$ cat config.mk
export PLATFORM = sky130hd
export DESIGN_NAME = link_dispatch
export DESIGN_NICKNAME = d
export VERILOG_FILES = /design/src/hw/link_pkg.sv /design/src/hw/link_dispatch.sv /design/src/hw/link_fifo.sv
export VERILOG_INCLUDE_DIRS = /design/src /design/src/hw
export SDC_FILE = /design/constraint.sdc
export NUM_CORES = 1
export LEC_CHECK = 0
export BUFFER_PORTS_ARGS = -buffer_cell sky130_fd_sc_hd__buf_2
export CAP_MARGIN = 15
export CORE_ASPECT_RATIO = 0.7
export CORE_UTILIZATION = 64
export CTS_BUF_LIST = sky130_fd_sc_hd__clkbuf_2 sky130_fd_sc_hd__clkbuf_4 sky130_fd_sc_hd__clkbuf_8
export DETAILED_ROUTE_END_ITERATION = 8
export GPL_TIMING_DRIVEN = 1
export PLACE_DENSITY = 0.88
export SYNTH_ARGS = -nofsm -noshare
export SYNTH_HDL_FRONTEND = slang
export SYNTH_SLANG_ARGS = --single-unit
$ cat constraint.sdc
create_clock -name clk -period 5.55 [get_ports clk]
set_input_delay 0.555 -clock clk [delete_from_list [all_inputs] [get_ports clk]]
set_output_delay 0.555 -clock clk [all_outputs]
set_load 0.01 [all_outputs]
$ cat src/hw/link_defines.svh
`ifndef LINK_DEFINES_SVH
`define LINK_DEFINES_SVH

// Must be even since lanes are cross-wired in pairs
`define LINK_NUM_LANES 2
`define LINK_DATA_W    38
`define LINK_TXQ_DEPTH 4
`define LINK_RXQ_DEPTH 4
// Counter wraps every 32 cycles
`define LINK_DWELL     5

`endif

$ cat src/hw/link_pkg.sv
`default_nettype none
`include "link_defines.svh"

package link_pkg;

  localparam int LANE_W = (`LINK_NUM_LANES > 1) ? $clog2(`LINK_NUM_LANES) : 1;

  typedef logic [LANE_W-1:0] lane_t;

  // Also the first dibit on the wire
  typedef enum logic [1:0] {
    KIND_NONE = 2'b00,
    KIND_CMD  = 2'b01,
    KIND_RXS  = 2'b10,
    KIND_TXIQ = 2'b11
  } link_kind_t;

  typedef struct packed {
    link_kind_t              kind;
    logic [`LINK_DATA_W-1:0] data; // Right-aligned
  } link_word_t;

  typedef struct packed {
    lane_t      lane; // Target lane
    link_word_t word;
  } link_tx_req_t;

  typedef struct packed {
    lane_t      lane; // Lane it arrived on
    link_word_t word;
  } link_rx_ind_t;

endpackage

`default_nettype wire

$ cat src/hw/link_dispatch.sv
`default_nettype none
`include "link_defines.svh"

module link_dispatch
  import link_pkg::*;
(
  input  wire                             clk,
  input  wire                             rst_n,
  input  wire                             tx_valid,
  input  wire link_tx_req_t               tx_req,
  output logic                            tx_ready,
  input  wire        [`LINK_NUM_LANES-1:0] send_idle,
  output logic       [`LINK_NUM_LANES-1:0] send_valid,
  output link_word_t                      send_word
);

  link_tx_req_t head;
  logic         q_push;
  logic         q_pop;
  logic         q_empty;
  logic         q_full;

  // Empty requests never enter the queue
  assign q_push   = tx_valid && !q_full && (tx_req.word.kind != KIND_NONE);
  assign tx_ready = !q_full;

  // Head blocks until its lane is trained and idle
  assign q_pop     = !q_empty && send_idle[head.lane];
  assign send_word = head.word;

  always_comb begin
    send_valid = '0;
    if (q_pop) send_valid[head.lane] = 1'b1;
  end

  link_fifo #(
    .payload_t (link_tx_req_t),
    .DEPTH     (`LINK_TXQ_DEPTH)
  ) u_txq (
    .clk       (clk),
    .rst_n     (rst_n),
    .push      (q_push),
    .push_data (tx_req),
    .pop       (q_pop),
    .pop_data  (head),
    .empty     (q_empty),
    .full      (q_full)
  );

  a_one_lane: assert property (@(posedge clk) disable iff (!rst_n) $onehot0(send_valid));

endmodule

`default_nettype wire

$ cat src/hw/link_fifo.sv
`default_nettype none

module link_fifo #(
  parameter type payload_t = logic [7:0],
  parameter int  DEPTH     = 4
) (
  input  wire           clk,
  input  wire           rst_n,
  input  wire           push,
  input  wire payload_t push_data,
  input  wire           pop,
  output payload_t      pop_data,
  output logic          empty,
  output logic          full
);

  localparam int PTR_W = (DEPTH > 1) ? $clog2(DEPTH) : 1;
  localparam int CNT_W = $clog2(DEPTH + 1);

  payload_t         mem [DEPTH];
  logic [PTR_W-1:0] wr_ptr;
  logic [PTR_W-1:0] rd_ptr;
  logic [CNT_W-1:0] count;
  logic             do_push;
  logic             do_pop;

  assign do_push  = push && !full;
  assign do_pop   = pop && !empty;
  assign empty    = (count == '0);
  assign full     = (count == CNT_W'(DEPTH));
  assign pop_data = mem[rd_ptr]; // Head shown without a read cycle

  always_ff @(posedge clk) begin
    if (do_push) mem[wr_ptr] <= push_data;
  end

  always_ff @(posedge clk) begin
    if (!rst_n) begin
      wr_ptr <= '0;
      rd_ptr <= '0;
      count  <= '0;
    end else begin
      if (do_push) wr_ptr <= (wr_ptr == PTR_W'(DEPTH - 1)) ? '0 : wr_ptr + 1'b1;
      if (do_pop)  rd_ptr <= (rd_ptr == PTR_W'(DEPTH - 1)) ? '0 : rd_ptr + 1'b1;
      case ({do_push, do_pop})
        2'b10:   count <= count + 1'b1;
        2'b01:   count <= count - 1'b1;
        default: count <= count;
      endcase
    end
  end

  // Callers are expected to check the flags themselves
  a_no_push_full: assert property (@(posedge clk) disable iff (!rst_n) !(push && full));
  a_no_pop_empty: assert property (@(posedge clk) disable iff (!rst_n) !(pop && empty));

endmodule

`default_nettype wire

Word-level counts from Yosys, hierarchy flattened:

Memory sizes are Yosys's and may differ from the RTL's. A register that Yosys moved wholly into a read port is not among the register bits.
Cells that the tools add are included.

* add/subtract/negate cells: 4
* $lt $le $gt $ge: 2
* eq/ne operators: 5
* mux-type cells: 12
* reductions and logical operators: 11

Operator list (number)
* 2-bit 2-to-1 mux: 5
* 2-bit == test (second input constant): 3
* 1-bit logical AND: 6
* 3-bit one-hot mux with 2 select lines: 1
* 1-bit 2-to-1 mux: 5
* 2-bit by 1-bit adder with 2-bit output (second input constant): 2
* 2-bit nonzero test: 2
* 3-bit by 1-bit adder with 3-bit output (second input constant): 1
* 3-bit == test (second input constant): 1
* 3-bit logical NOT: 1
* 3-bit by 1-bit subtractor with 3-bit output (second input constant): 1
* 2-bit by 1-bit == test with 1-bit output (second input constant): 1
* 1-bit logical NOT: 2
* 1-bit by 2-bit < comparator with 1-bit output (second input constant): 1
* 1-bit demux with 1-bit select: 1
* 1-bit greater-or-equal comparator (second input constant): 1

* register bits: 7
* memory bits (writable): 164
* word-level logic and storage cells: 38
* memories: 1

Memories
* u_txq.mem: depth 4, bits a word 41, rd ports 1, clocked after memory_dff 1, write ports 1, line link_fifo.sv:20 `payload_t mem [DEPTH];`

Longest topological paths before layout:

* word-level depth: 7
* gate-level depth with buffers: 10
* depth with buffers taken out: 9

By module:

A second synthesis with hierarchy kept.

* cells, all modules: 278
* area total of the unflattened synthesis: 6508.7 sq um

Modules (own cells, without submodules)
* link_fifo: instances 1, cells each 271, area each 6461.2 sq um
* link_dispatch: instances 1, cells each 7, area each 47.5 sq um

Worst setup path after synthesis:

Ideal clock, no wire load.

* path kind: flip-flop to flip-flop
* start point: register (tool-made name)
* end point: register u_txq.count[2]
* arrival time: 2500 ps
* required time: 5474 ps
* path slack: 2975 ps
* stages on the path, launching flop included: 11
* path through: dfxtp_1 clkbuf_2 mux4_2 mux2i_1 nor2_1 ha_1 inv_1 fa_1 xor2_1 or3_1 a21boi_0

RTL lines
* end signal: assignment: line link_fifo.sv:46 `2'b10: count <= count + 1'b1;`
* end signal: assignment: line link_fifo.sv:47 `2'b01: count <= count - 1'b1;`
* end signal: assignment: line link_fifo.sv:48 `default: count <= count;`
* end: declaration: line link_fifo.sv:23 `logic [CNT_W-1:0] count;`

==> run metrics <==
R2R Setup Slk approximately 2.2 ns; share of total power in sequential cells between 40% and 50%; clock tree from TritonCTS done; clock buffers created by TritonCTS 17; Hold-fix buffers, CTS 0; Internal Power roughly 2.6 mW; Seq/Total Area, Yosys 79.8%; library cell used as clock root buffer sky130_fd_sc_hd__clkbuf_8; area of the core 9680 um2; Sum Neg Setup Slack 0 ns; PostCTS Resize Cnt 0; combined area of all synthesized cells 6400 um2; average detailed-routed wire length per instance roughly 20 um; kind of launch point of the worst setup path register; fraction of final layout cells sized beyond drive strength 1 44.0%; required arrival time at the worst endpoint 5.92 ns; wire length of the first global-routing pass around 16000 um; post-synth net total 324; number of synthesis warnings 0; fraction of post-synthesis cell area in the top cell type by area 77.0%; EDFF count, synth 164; final worst-path cycle share between 60% and 70%; worst setup skew after layout 0.0115 ns; floorplan row count 30; Yosys reg bits 173; cell type of the slowest stage on the worst timing path sky130_fd_sc_hd__mux4_2; most repeated cell in the gate-level netlist after synthesis sky130_fd_sc_hd__edfxtp_1; cell depth of the worst hold path 1; result of the run complete, no violations; maximum number of pins on one net before global-route repair 42; gp weighted congestion 0.689; worst vdd rail ir drop 390 uV; Final Setup Violations 0; fraction of met2 tracks used by global routing 36.3%; maximum achievable frequency 298 MHz; reported net switching power 0.830 mW; net switching share of the total power 24.4%; dominant cell type by area after synthesis sky130_fd_sc_hd__edfxtp_1; transition time at the pin with the least slew margin 1.10 ns; Hold Crit Class in -> reg; worst relative slew slack 27.0%; layout overhead on the synthesized area 17.3%; CP cell instances buf_4 > mux4_2 > mux2i_1 > nor2_1 > ha_1 > inv_1 > fa_1 > xor2_1 > or3_1 > a21boi_0; TritonRoute pass-1 iters 4; prevailing post-synth register cell sky130_fd_sc_hd__edfxtp_1; number of hold violations in the final report 0; number of instances in the synthesized netlist 271; Worst setup EP type register; half-perimeter wire length after detailed placement 6190 um; I/O pin count 89; vias in the first global route 3070; maximum count of clock buffers along a single path 2; number of nets in the final layout 422; width of the die 122 um; leak pwr approximately 2.5 nW; Overflow after GRT 0; relative contribution of the clock network to total power between 30% and 40%; unrepaired setup endpoints after global routing false; Initial Utilization 66.1%; stage delay of the slowest cell on the critical path 0.64 ns; main area contributors after synthesis sky130_fd_sc_hd__edfxtp_1, sky130_fd_sc_hd__mux4_2, sky130_fd_sc_hd__dfxtp_1; post-synthesis async set-or-reset flop share 0%; vertical die dimension 85.7 um; number of antenna violations at the first check in global routing 2; arrival time at the worst endpoint 3.72 ns; Tot Pwr 3.41 mW; Max Slew Vio Count 0; DRC violations left 0; CTS clock-pin slew for the worst setup and hold paths 0.08 ns; total vias in the final route 2949; Clock Sink Count 173; number of port buffers 88; clock latency of the later-clocked register in the worst-skew pair roughly 0.43 ns; post-synthesis area per instance 23.6 um2; crit-path max FO 41; WHS 0.332 ns; area of the die about 10000 um2; number of max-cap violations 0; power density normalized to cell area around 450 nW/um2; routing usage on met3 6.98%; antenna violation net count after detailed routing 0; Top Usage Layer GRT met2; maximum level of the CTS H-tree 4; synth cell count leaders sky130_fd_sc_hd__edfxtp_1, sky130_fd_sc_hd__mux4_2, sky130_fd_sc_hd__dfxtp_1; global routing usage on met1 27.9%; initial DRC count 187; reg-to-reg endpoint u_txq.count[2]$_SDFFE_PN0P_; number of setup buffers added after CTS 0; hold path startpoint tx_req[18]; via/cell ratio just under 6; WL final roughly 10000 um; worst-case hold path end point u_txq.mem[3][18]$_DFFE_PP_; depth of the worst register-to-register path 10; overall track demand over capacity in global routing 22.1%; min Tclk post-route 3.35 ns; fraction of power consumed by combinational cells 21.2%; Crit Path Category reg -> reg; distinct cell type count of the synthesized netlist 22
per-stage QoR:
stage / setup WS, ns / util [%] / std cells / cell area (um2)
floorplan: 2.97 / - / 271 / 6400
global placement: 2.24 / 72.0 / 478 / 6970
detailed placement: 2.12 / 72.0 / 478 / 6970
CTS: 2.11 / 77.4 / 510 / 7500
global route: 1.89 / 77.4 / 510 / 7500
finish: 2.20 / 77.5 / 511 / 7500
worst max-delay path by stage:
stage,slack [ns],end,cells past startpoint,start
6_report,2.20,u_txq.count[2]$_SDFFE_PN0P_,10,register
5_1_grt,1.89,u_txq.count[2]$_SDFFE_PN0P_,10,register
4_1_cts,2.11,u_txq.count[2]$_SDFFE_PN0P_,10,register
3_5_place_dp,2.12,u_txq.count[2]$_SDFFE_PN0P_,10,register
3_3_place_gp,2.24,u_txq.count[2]$_SDFFE_PN0P_,10,register
2_1_floorplan,2.97,u_txq.count[2]$_SDFFE_PN0P_,10,register
cells in the final DEF (no fill, tap or decap), drive strengths merged:
cell	Yosys	routed
fa	1	1
nor2	4	4
dfxtp	9	9
diode	0	1
nand2	6	6
buf	9	89
mux4	41	41
clkinv	0	3
clkbuf	1	22
a21boi	1	1
xnor2	1	1
ha	6	6
o21ai	3	3
inv	6	6
nor3	2	2
nor2b	2	2
a21oi	1	1
and2	6	6
mux2i	5	5
or3	1	1
xor2	1	1
edfxtp	164	164
bufinv	0	7
and3b	1	1
logic make-up after synthesis:
logic type	share of synthesized area (%)
flops	79.8
mux	15.2
simple gates	1.76
buf+inv	1.04
fa+ha+maj	1.49
compound gates	0.430
xor+xnor	0.274
state kept, by name, indices dropped and copies added, names as in the netlist, named ones only:
name / flops
u_txq.count: 3
u_txq.mem: 164
u_txq.rd_ptr: 2
u_txq.wr_ptr: 2
layer usage:
layer / share of wire (%) / routed length, um
met1: 41 / 4300
met2: 50 / 5200
met3: 7.7 / 808
met4: 1.1 / 113
met5: 0.12 / 13
critical path, delay by kind of cell (launching register included):
kind | cells | cell delay [ns]
mux | 2 | 0.81
buf+inv | 2 | 0.68
fa+ha+maj | 2 | 0.61
simple gates | 2 | 0.55
flops | 1 | 0.32
xor+xnor | 1 | 0.16
compound gates | 1 | 0.16
power groups by stage:
stage / logic, mW / registers [mW] / clock network, mW
after floorplan: 0.523 / 1.58 / 0
after global placement: 0.717 / 1.61 / 0
after detailed placement: 0.734 / 1.62 / 0
after CTS: 0.739 / 1.59 / 1.11
after global routing: 0.789 / 1.60 / 1.16
final: 0.722 / 1.59 / 1.10
layout make-up:
type	instances	area (um2)
Timing Repair Buffer	89	448
Fill cell	499	2180
Tap cell	128	160
Inverter	6	22.5
Sequential cell	173	5110
Multi-Input combinational cell	82	1230
Clock inverter	10	233
Clock buffer	22	297
Antenna cell	1	2.50
Power figures use the tool's default switching activity.
