`src/hw/link_defines.svh`:
```
`ifndef LINK_DEFINES_SVH
`define LINK_DEFINES_SVH

// Must be even since lanes are cross-wired in pairs
`define LINK_NUM_LANES 2
`define LINK_DATA_W    38
`define LINK_TXQ_DEPTH 4
`define LINK_RXQ_DEPTH 4
// Counter wraps every 32 cycles
`define LINK_DWELL     5

`endif

```
`src/hw/link_pkg.sv`:
```
`default_nettype none
`include "link_defines.svh"

package link_pkg;

  localparam int LANE_W = (`LINK_NUM_LANES > 1) ? $clog2(`LINK_NUM_LANES) : 1;

  typedef logic [LANE_W-1:0] lane_t;

  // Also the first dibit on the wire
  typedef enum logic [1:0] {
    KIND_NONE = 2'b00,
    KIND_CMD  = 2'b01,
    KIND_RXS  = 2'b10,
    KIND_TXIQ = 2'b11
  } link_kind_t;

  typedef struct packed {
    link_kind_t              kind;
    logic [`LINK_DATA_W-1:0] data; // Right-aligned
  } link_word_t;

  typedef struct packed {
    lane_t      lane; // Target lane
    link_word_t word;
  } link_tx_req_t;

  typedef struct packed {
    lane_t      lane; // Lane it arrived on
    link_word_t word;
  } link_rx_ind_t;

endpackage

`default_nettype wire

```
`src/hw/link_endpoint.sv`:
```
`default_nettype none
`include "link_defines.svh"

module link_endpoint
  import link_pkg::*;
(
  input  wire             clk,
  input  wire             rst_n,
  input  wire       [1:0] linkrx,
  output logic      [1:0] linktx,
  input  wire             master_sel,
  output logic            link_up,
  input  wire             send_valid,
  input  wire link_word_t send_word,
  output logic            send_idle,
  output logic            send_done,
  output logic            recv_valid,
  output link_word_t      recv_word
);

  typedef enum logic [3:0] {
    ST_IDLE, ST_DATA, ST_SYNC,
    ST_M0, ST_M1, ST_M2, ST_M3,
    ST_S0, ST_S1, ST_S2, ST_S3
  } send_state_t;

  typedef enum logic {RX_IDLE, RX_WORK} recv_state_t;

  send_state_t             state;
  recv_state_t             rx_state;
  logic [1:0]              rx_meta;
  logic [1:0]              rx_sync;
  logic [1:0]              rx_stable;
  logic [`LINK_DWELL-1:0]  dwell;
  logic                    tick;
  logic [4:0]              tx_cnt;
  logic [4:0]              rx_cnt;
  logic [`LINK_DATA_W-1:0] tx_shift;

  function automatic int dibit_count(input link_kind_t kind);
    case (kind)
      KIND_CMD:  return 19;
      KIND_RXS:  return 12;
      KIND_TXIQ: return 16;
      default:   return 0;
    endcase
  endfunction

  // Filter only moves when both sync stages agree
  always_ff @(posedge clk) begin
    if (!rst_n) begin
      rx_meta   <= 2'b00;
      rx_sync   <= 2'b00;
      rx_stable <= 2'b00;
    end else begin
      rx_meta <= linkrx;
      rx_sync <= rx_meta;
      if (rx_sync == rx_meta) rx_stable <= rx_sync;
    end
  end

  always_ff @(posedge clk) begin
    if (!rst_n) dwell <= '0;
    else        dwell <= dwell + 1'b1;
  end

  assign tick      = &dwell;
  assign link_up   = (state == ST_IDLE) || (state == ST_DATA) || (state == ST_SYNC);
  assign send_idle = (state == ST_IDLE);
  assign send_done = (state == ST_SYNC) && (tx_cnt == 5'd0);

  always_ff @(posedge clk) begin
    if (!rst_n) begin
      state  <= ST_S0;
      linktx <= 2'b00;
      tx_cnt <= '0;
    end else begin
      linktx <= 2'b00;
      case (state)
        ST_IDLE: begin
          if (send_valid && send_word.kind != KIND_NONE) begin
            linktx <= send_word.kind;
            tx_cnt <= 5'(dibit_count(send_word.kind) - 1);
            state  <= ST_DATA;
          end
        end
        ST_DATA: begin
          linktx <= tx_shift[`LINK_DATA_W-1 -: 2];
          if (tx_cnt == 5'd0) begin
            tx_cnt <= 5'd2; // Two idle dibits before done
            state  <= ST_SYNC;
          end else begin
            tx_cnt <= tx_cnt - 1'b1;
          end
        end
        ST_SYNC: begin
          if (tx_cnt == 5'd0) state <= ST_IDLE;
          else                tx_cnt <= tx_cnt - 1'b1;
        end
        // Master steps 10, 01, 11, 00 on dwell ticks
        ST_M0: begin
          linktx <= 2'b10;
          if (rx_stable == 2'b01 && tick) state <= ST_M1;
        end
        ST_M1: begin
          linktx <= 2'b01;
          case (rx_stable)
            2'b10:   if (tick) state <= ST_M2;
            2'b01:   if (tick) state <= ST_M0; // Stale answer
            default: state <= ST_M0;
          endcase
        end
        ST_M2: begin
          linktx <= 2'b11;
          case (rx_stable)
            2'b11:   if (tick) state <= ST_M3;
            2'b10:   if (tick) state <= ST_M0;
            default: state <= ST_M0;
          endcase
        end
        ST_M3: begin
          if (rx_stable == 2'b00)      state <= ST_IDLE;
          else if (rx_stable != 2'b11) state <= ST_M0;
        end
        // Slave mirrors each code until the line drops to 00
        ST_S0: begin
          if (master_sel)              state <= ST_M0;
          else if (rx_stable == 2'b10) state <= ST_S1;
        end
        ST_S1: begin
          linktx <= 2'b01;
          if (rx_stable == 2'b01)      state <= ST_S2;
          else if (rx_stable != 2'b10) state <= ST_S0;
        end
        ST_S2: begin
          linktx <= 2'b10;
          if (rx_stable == 2'b11)      state <= ST_S3;
          else if (rx_stable != 2'b01) state <= ST_S0;
        end
        ST_S3: begin
          linktx <= 2'b11;
          if (rx_stable == 2'b00)      state <= ST_IDLE;
          else if (rx_stable != 2'b11) state <= ST_S0;
        end
        default: state <= ST_S0;
      endcase
    end
  end

  // MSB of the meaningful field goes out first
  always_ff @(posedge clk) begin
    if (send_idle && send_valid)
      tx_shift <= send_word.data << (`LINK_DATA_W - 2 * dibit_count(send_word.kind));
    else if (state == ST_DATA)
      tx_shift <= tx_shift << 2;
  end

  always_ff @(posedge clk) begin
    if (!rst_n || !link_up) begin
      rx_state   <= RX_IDLE;
      rx_cnt     <= '0;
      recv_valid <= 1'b0;
    end else begin
      recv_valid <= 1'b0;
      case (rx_state)
        RX_IDLE: begin
          if (rx_meta != 2'b00) begin
            rx_cnt   <= 5'(dibit_count(link_kind_t'(rx_meta)) - 1);
            rx_state <= RX_WORK;
          end
        end
        RX_WORK: begin
          if (rx_cnt == 5'd0) begin
            recv_valid <= 1'b1;
            rx_state   <= RX_IDLE;
          end else begin
            rx_cnt <= rx_cnt - 1'b1;
          end
        end
      endcase
    end
  end

  always_ff @(posedge clk) begin
    if (rx_state == RX_IDLE) begin
      recv_word.kind <= link_kind_t'(rx_meta);
      recv_word.data <= '0; // Zero fill above the field
    end else begin
      recv_word.data <= {recv_word.data[`LINK_DATA_W-3:0], rx_meta};
    end
  end

  a_send_when_idle: assert property (@(posedge clk) disable iff (!rst_n)
    send_valid |-> send_idle);

endmodule

`default_nettype wire

```
`config.mk`:
```
export PLATFORM = sky130hd
export DESIGN_NAME = link_endpoint
export DESIGN_NICKNAME = d
export VERILOG_FILES = /design/src/hw/link_pkg.sv /design/src/hw/link_endpoint.sv
export VERILOG_INCLUDE_DIRS = /design/src /design/src/hw
export SDC_FILE = /design/constraint.sdc
export NUM_CORES = 1
export LEC_CHECK = 0
export BUFFER_PORTS_ARGS = -buffer_cell sky130_fd_sc_hd__buf_2
export CAP_MARGIN = 20
export CORE_ASPECT_RATIO = 1.25
export CORE_MARGIN = 5
export CORE_UTILIZATION = 60
export CTS_CLUSTER_DIAMETER = 100
export CTS_CLUSTER_SIZE = 30
export DETAILED_ROUTE_END_ITERATION = 6
export PLACE_DENSITY = 0.81
export SYNTH_ARGS = -nofsm -noshare
export SYNTH_HDL_FRONTEND = slang
export SYNTH_SLANG_ARGS = --single-unit
export TNS_END_PERCENT = 20
```
`constraint.sdc`:
```
create_clock -name clk -period 5.76 [get_ports clk]
set_input_delay 0.864 -clock clk [delete_from_list [all_inputs] [get_ports clk]]
set_output_delay 0.864 -clock clk [all_outputs]
set_load 0.05 [all_outputs]
```
# --- Word level (Yosys, flattened, before mapping) ---
# Cells that the tools add are included.
# Widths: inputs -> output; s select.
classes:
  n_shift: 1
  eq_ne: 37
  n_div: 0
  n_reduce_logical: 25
  addsub: 6
  n_bitwise: 1
  n_mul: 0
  magnitude_cmp: 0
  muxes: 44
op_table:
  columns: ["cell", "n"]
  rows:
  - ["$mux 38", 2]
  - ["$mux 4", 17]
  - ["$mux 5", 11]
  - ["$pmux 5 s3", 3]
  - ["$pmux 4 s11", 1]
  - ["$shl 38x32->38", 1]
  - ["$sub 7x32->32 const A", 1]
  - ["$mux 31", 1]
  - ["$ne 3x3->1 const B", 7]
  - ["$eq 4x3->1 const B", 4]
  - ["$pmux 4 s2", 2]
  - ["$eq 2x2->1 const B", 6]
  - ["$eq 4x4->1 const B", 3]
  - ["$ne 2x2->1 const B", 6]
  - ["$reduce_and 11->1", 1]
  - ["$logic_not 5->1", 2]
  - ["$pmux 2 s5", 1]
  - ["$pmux 5 s2", 1]
  - ["$sub 5x1->5 const B", 2]
  - ["$sub 5x2->5 const B", 2]
  - ["$eq 4x2->1 const B", 2]
  - ["$ne 2x1->1 const B", 4]
  - ["$reduce_or 2->1", 4]
  - ["$eq 2x1->1 const B", 3]
  - ["17 further kinds", 27]
word_totals:
  romBits: 0
  wordCells: 127
  ram_bits: 0
  n_memories: 0
  register_bits: 107
  latchBits: 0
  in_bits: 46

# --- Depth between registers and ports, before layout ---
logic_depth:
  word_depth: 9
  depth_mapped: 9

# --- Least setup slack after synthesis ---
# No wires, ideal clock.
synth_path:
  path_kind: "input -> register"
  start: "in send_valid"
  end: "reg tx_shift[0] (enable)"
  path_slack_ns: 1.782
  t_required_ns: 5.279
  cell_stages: 2
  setup_time_ns: 0.481
  arrival_time_ns: 3.497
  path_cell_list: "nor2_1 nor3_1"
synth_via:
  elab_chain_len: 2
synth_rtl:
  columns: ["element", "line", "source"]
  rows:
  - ["from (decl)", "link_endpoint.sv:13", "input wire send_valid,"]
  - ["$logic_and 1x1->1", "link_endpoint.sv:152", "if (send_idle && send_valid)"]
  - ["$reduce_bool 2->1 (no line)", null, null]
  - ["to (signal assigned)", "link_endpoint.sv:153", "tx_shift <= send_word.data << (`LINK_DATA_W - 2 * dibit_count(send_word.kind));"]
  - ["to (signal assigned)", "link_endpoint.sv:155", "tx_shift <= tx_shift << 2;"]
  - ["to (decl)", "link_endpoint.sv:38", "logic [`LINK_DATA_W-1:0] tx_shift;"]
# No other way between the ends.
# A chain may end at the register's enable or synchronous reset.

# --- Final worst setup path ---
layout_path:
  start: "in send_word[39] (netlist name)"
  end: "reg tx_shift[37], data pin"
layout_via:
  elab_chain_len: 6
layout_rtl:
  columns: ["element", "line", "source"]
  rows:
  - ["from (decl)", "link_endpoint.sv:14", "input wire link_word_t send_word,"]
  - ["$eq 2x2->1 / $eq 2x1->1 (equally long branches)", "link_endpoint.sv:41", "case (kind)"]
  - ["$pmux 5 s3 (*)", "link_endpoint.sv:41", null]
  - ["$mux 31 (*)", "link_endpoint.sv:152", null]
  - ["$sub 7x32->32 (no line) (*)", null, null]
  - ["$shl 38x32->38 (*)", "link_endpoint.sv:153", null]
  - ["$mux 38 (*)", "link_endpoint.sv:152", null]
# Mark *: on every way between the ends. The rest lies on a longest branch, timed or not. The select of a mux whose other input is x is not followed.

==> qor.txt <==
FP Rows: 38
top flip-flop cell by instance count after synthesis: dfxtp_1
synthesis-to-layout area growth: 11.9%
Worst EP arrival: 3.22 ns
Cells on Worst Hold Path: 1
Pwr per Cell Area: 316 nW/um^2
initial DRC count: 445
top cells by count, synth: dfxtp_1 (67), nand2_1 (63), a21oi_1 (46)
final WL: 12000 um
Max Cap Viol: 0
Worst path slowest cell: ha_2
die area: 11000 sq um
Overflow after GRT: 0
CP Cell Sequence: buf_2 -> inv_1 -> ha_2 -> or2_2 -> a21oi_1 -> nand2_1 -> nand2_1 -> a22o_1
worst min path class: reg -> reg
Synth area leaders: dfxtp_1 (25%), edfxtp_1 (22%), and2_1 (5.1%), ha_1 (4.6%), nand2_1 (4.4%)
Max clock buf depth: 2
total power: 1.91 mW
Final Hold Viols: 0
slowest stage delay, CP: 0.88 ns
Buf/Inv on CP: 2
Peak VDD IR: 0.160 mV
Slew Limit Fails: 0
Reg2Reg Setup Slack: 3.01 ns
PortBufs: 91
Post-CTS Repair Setup Buffers: 0
Clock Sinks: 107
Post-layout nets: 702
status: completed
Tcrit/Tclk final: 0.533
hold slack final: 0.463 ns
min cycle time layout: 3.07 ns
Yosys reg bits: 107
yosys warns: 0
Crit Path Category: in -> reg
Die Y: 116 um
Worst setup EP type: flop
Post-synth ARST share: 0
sequential share of the synthesized area: 0.469
Largest delay share family, worst path: simple AND/OR/NAND/NOR gates
vias in the first global route: 4151
fmax: 325 MHz
clock root buffer: clkbuf_8
gr usage total: 0.229
crit start category: input port
largest net degree at the start of global routing: 57
CP required: 5.91 ns
DRC: 0
worst rel slew slack: 0.307
routed vias/inst: 5.78
Clock Skew: 0.0150 ns
WL/cell: 15.7 um
RR Endpoint: rx_cnt[4]
Resized cells post-CTS: 0
r2r worst-path depth: 5
# setup viols final: 0
syn avg cell area: 9.56 sq um
Top cell by count, worst path: nand2_1
routed via count: 4400
Yosys cell types: 75
multi-input combinational cell area: 2640 sq um
Post-DP HPWL: 8510 um
hold_buf cts: 0
Worst-path clk slew: 0.11 ns
Initial DRT Pass Iterations: 5
CTS tree: built
antenna viol nets, final: 0
post-layout util: 0.693
sum of negative setup slack: 0 ns
Synthesized Nets: 633
number of CTS-inserted buffers: 9
Synth area leader: dfxtp_1
Starting Density: 0.620
worst skew pair latency: 0.38 ns
unrepaired setup endpoints after global routing: no
Ports: 92
sequential cell area: 2540 sq um
Post-Syn Instances: 567
Filler cells: 690
worst r2r src: rx_state
Die W: 95.0 um
diode count: 0
CP max FO: 56
Area after DPL: 5890 sq um
Final Instance Area: 6070 sq um
H-tree levels: 3
first-pass GRT wire length: 20000 um
antenna violations before repair: 0
area share of the leading cell type in the synthesized netlist: 0.247
Mapped Area: 5420 sq um
Worst Hold End: recv_word[33]
core box area: 8750 sq um
worst slew pin tran: 1.04 ns
layout cells sized above 1: 0.214
Hold Crit Start: recv_word[31]
count leader, synth: dfxtp_1
Post-synth EDFFs: 40
Final GP Congestion: 0.960
P_leak: 2.59 nW
[through the flow]
| stage | setup WS [ns] | instances |
|---|---|---|
| finish | 2.69 | 761 |
| global route | 2.54 | 761 |
| CTS | 2.75 | 761 |
| detailed placement | 2.33 | 745 |
| global placement | 2.41 | 744 |
| floorplan | 1.78 | 567 |
[placed cells by master, fill, tap and decap left out, types with 3 or more instances in the layout]
cell,synthesis,final
inv_1,16,16
or2_2,3,3
a21o_1,5,5
a22oi_1,6,6
nand2b_1,8,8
and2_1,44,44
nor3b_1,3,3
nor2b_1,16,16
a21boi_0,3,3
edfxtp_1,40,40
clkbuf_8,0,9
dfxtp_1,67,67
nor2_1,42,42
o22ai_1,6,6
o31ai_1,13,13
buf_2,10,91
a22o_1,4,4
xnor2_1,4,4
and3_1,4,4
a221oi_1,6,6
buf_4,3,4
a21oi_1,46,46
nand2_1,63,63
nor3_1,6,5
nand3_1,8,8
mux2i_1,14,14
ha_1,20,19
o21ai_0,21,21
a211oi_1,9,9
[per-layer routing]
metal	vias to the layer above	share of wire	track usage	wire, um
met3	19	0.084	0.0354	1010
met5	-	0	0	0
met4	0	0.020	0.102	244
met1	2014	0.45	0.330	5390
li1	2146	-	-	-
met2	221	0.44	0.340	5320
[logic make-up after synthesis]
family | Yosys count | share of synthesized area
and+or+nand+nor | 213 | 0.210
DFF | 107 | 0.469
adders and majority gates | 20 | 0.0462
muxes | 16 | 0.0300
xor gates and xnor gates | 6 | 0.00969
AOI/OAI and AO/OA | 149 | 0.190
buffers and inverters | 56 | 0.0459
[area by class of cell]
class / count / share of cell area
clock buffers: 10 / 0.0210
clock inverters: 6 / 0.00846
inverters: 19 / 0.0118
multi-input cells: 404 / 0.435
flip-flops and latches: 107 / 0.419
well taps: 120 / 0.0248
repair buffers: 95 / 0.0800
[state kept, by name (all words and copies together) (netlist names), 4 cells and up]
signal / count
tx_cnt: 5
dwell: 5
tx_shift: 38
state: 4
recv_word: 40
rx_cnt: 5
[how the worst max path moves through the flow]
stage,startpoint,endpoint,slack [ns],cells past startpoint
floorplan,send_valid,tx_shift[0],1.78,2
global placement,send_word[39],tx_shift[37],2.41,8
detailed placement,send_word[39],tx_shift[37],2.33,8
CTS,send_word[39],tx_shift[37],2.75,8
global route,send_word[39],tx_shift[37],2.54,8
finish,send_word[39],tx_shift[37],2.69,8
[power breakdown]
| group | switching (mW) | internal, mW |
|---|---|---|
| logic | 0.317 | 0.221 |
| registers | 0.0795 | 0.858 |
| clock network | 0.272 | 0.167 |
Power figures use the tool's default switching activity.
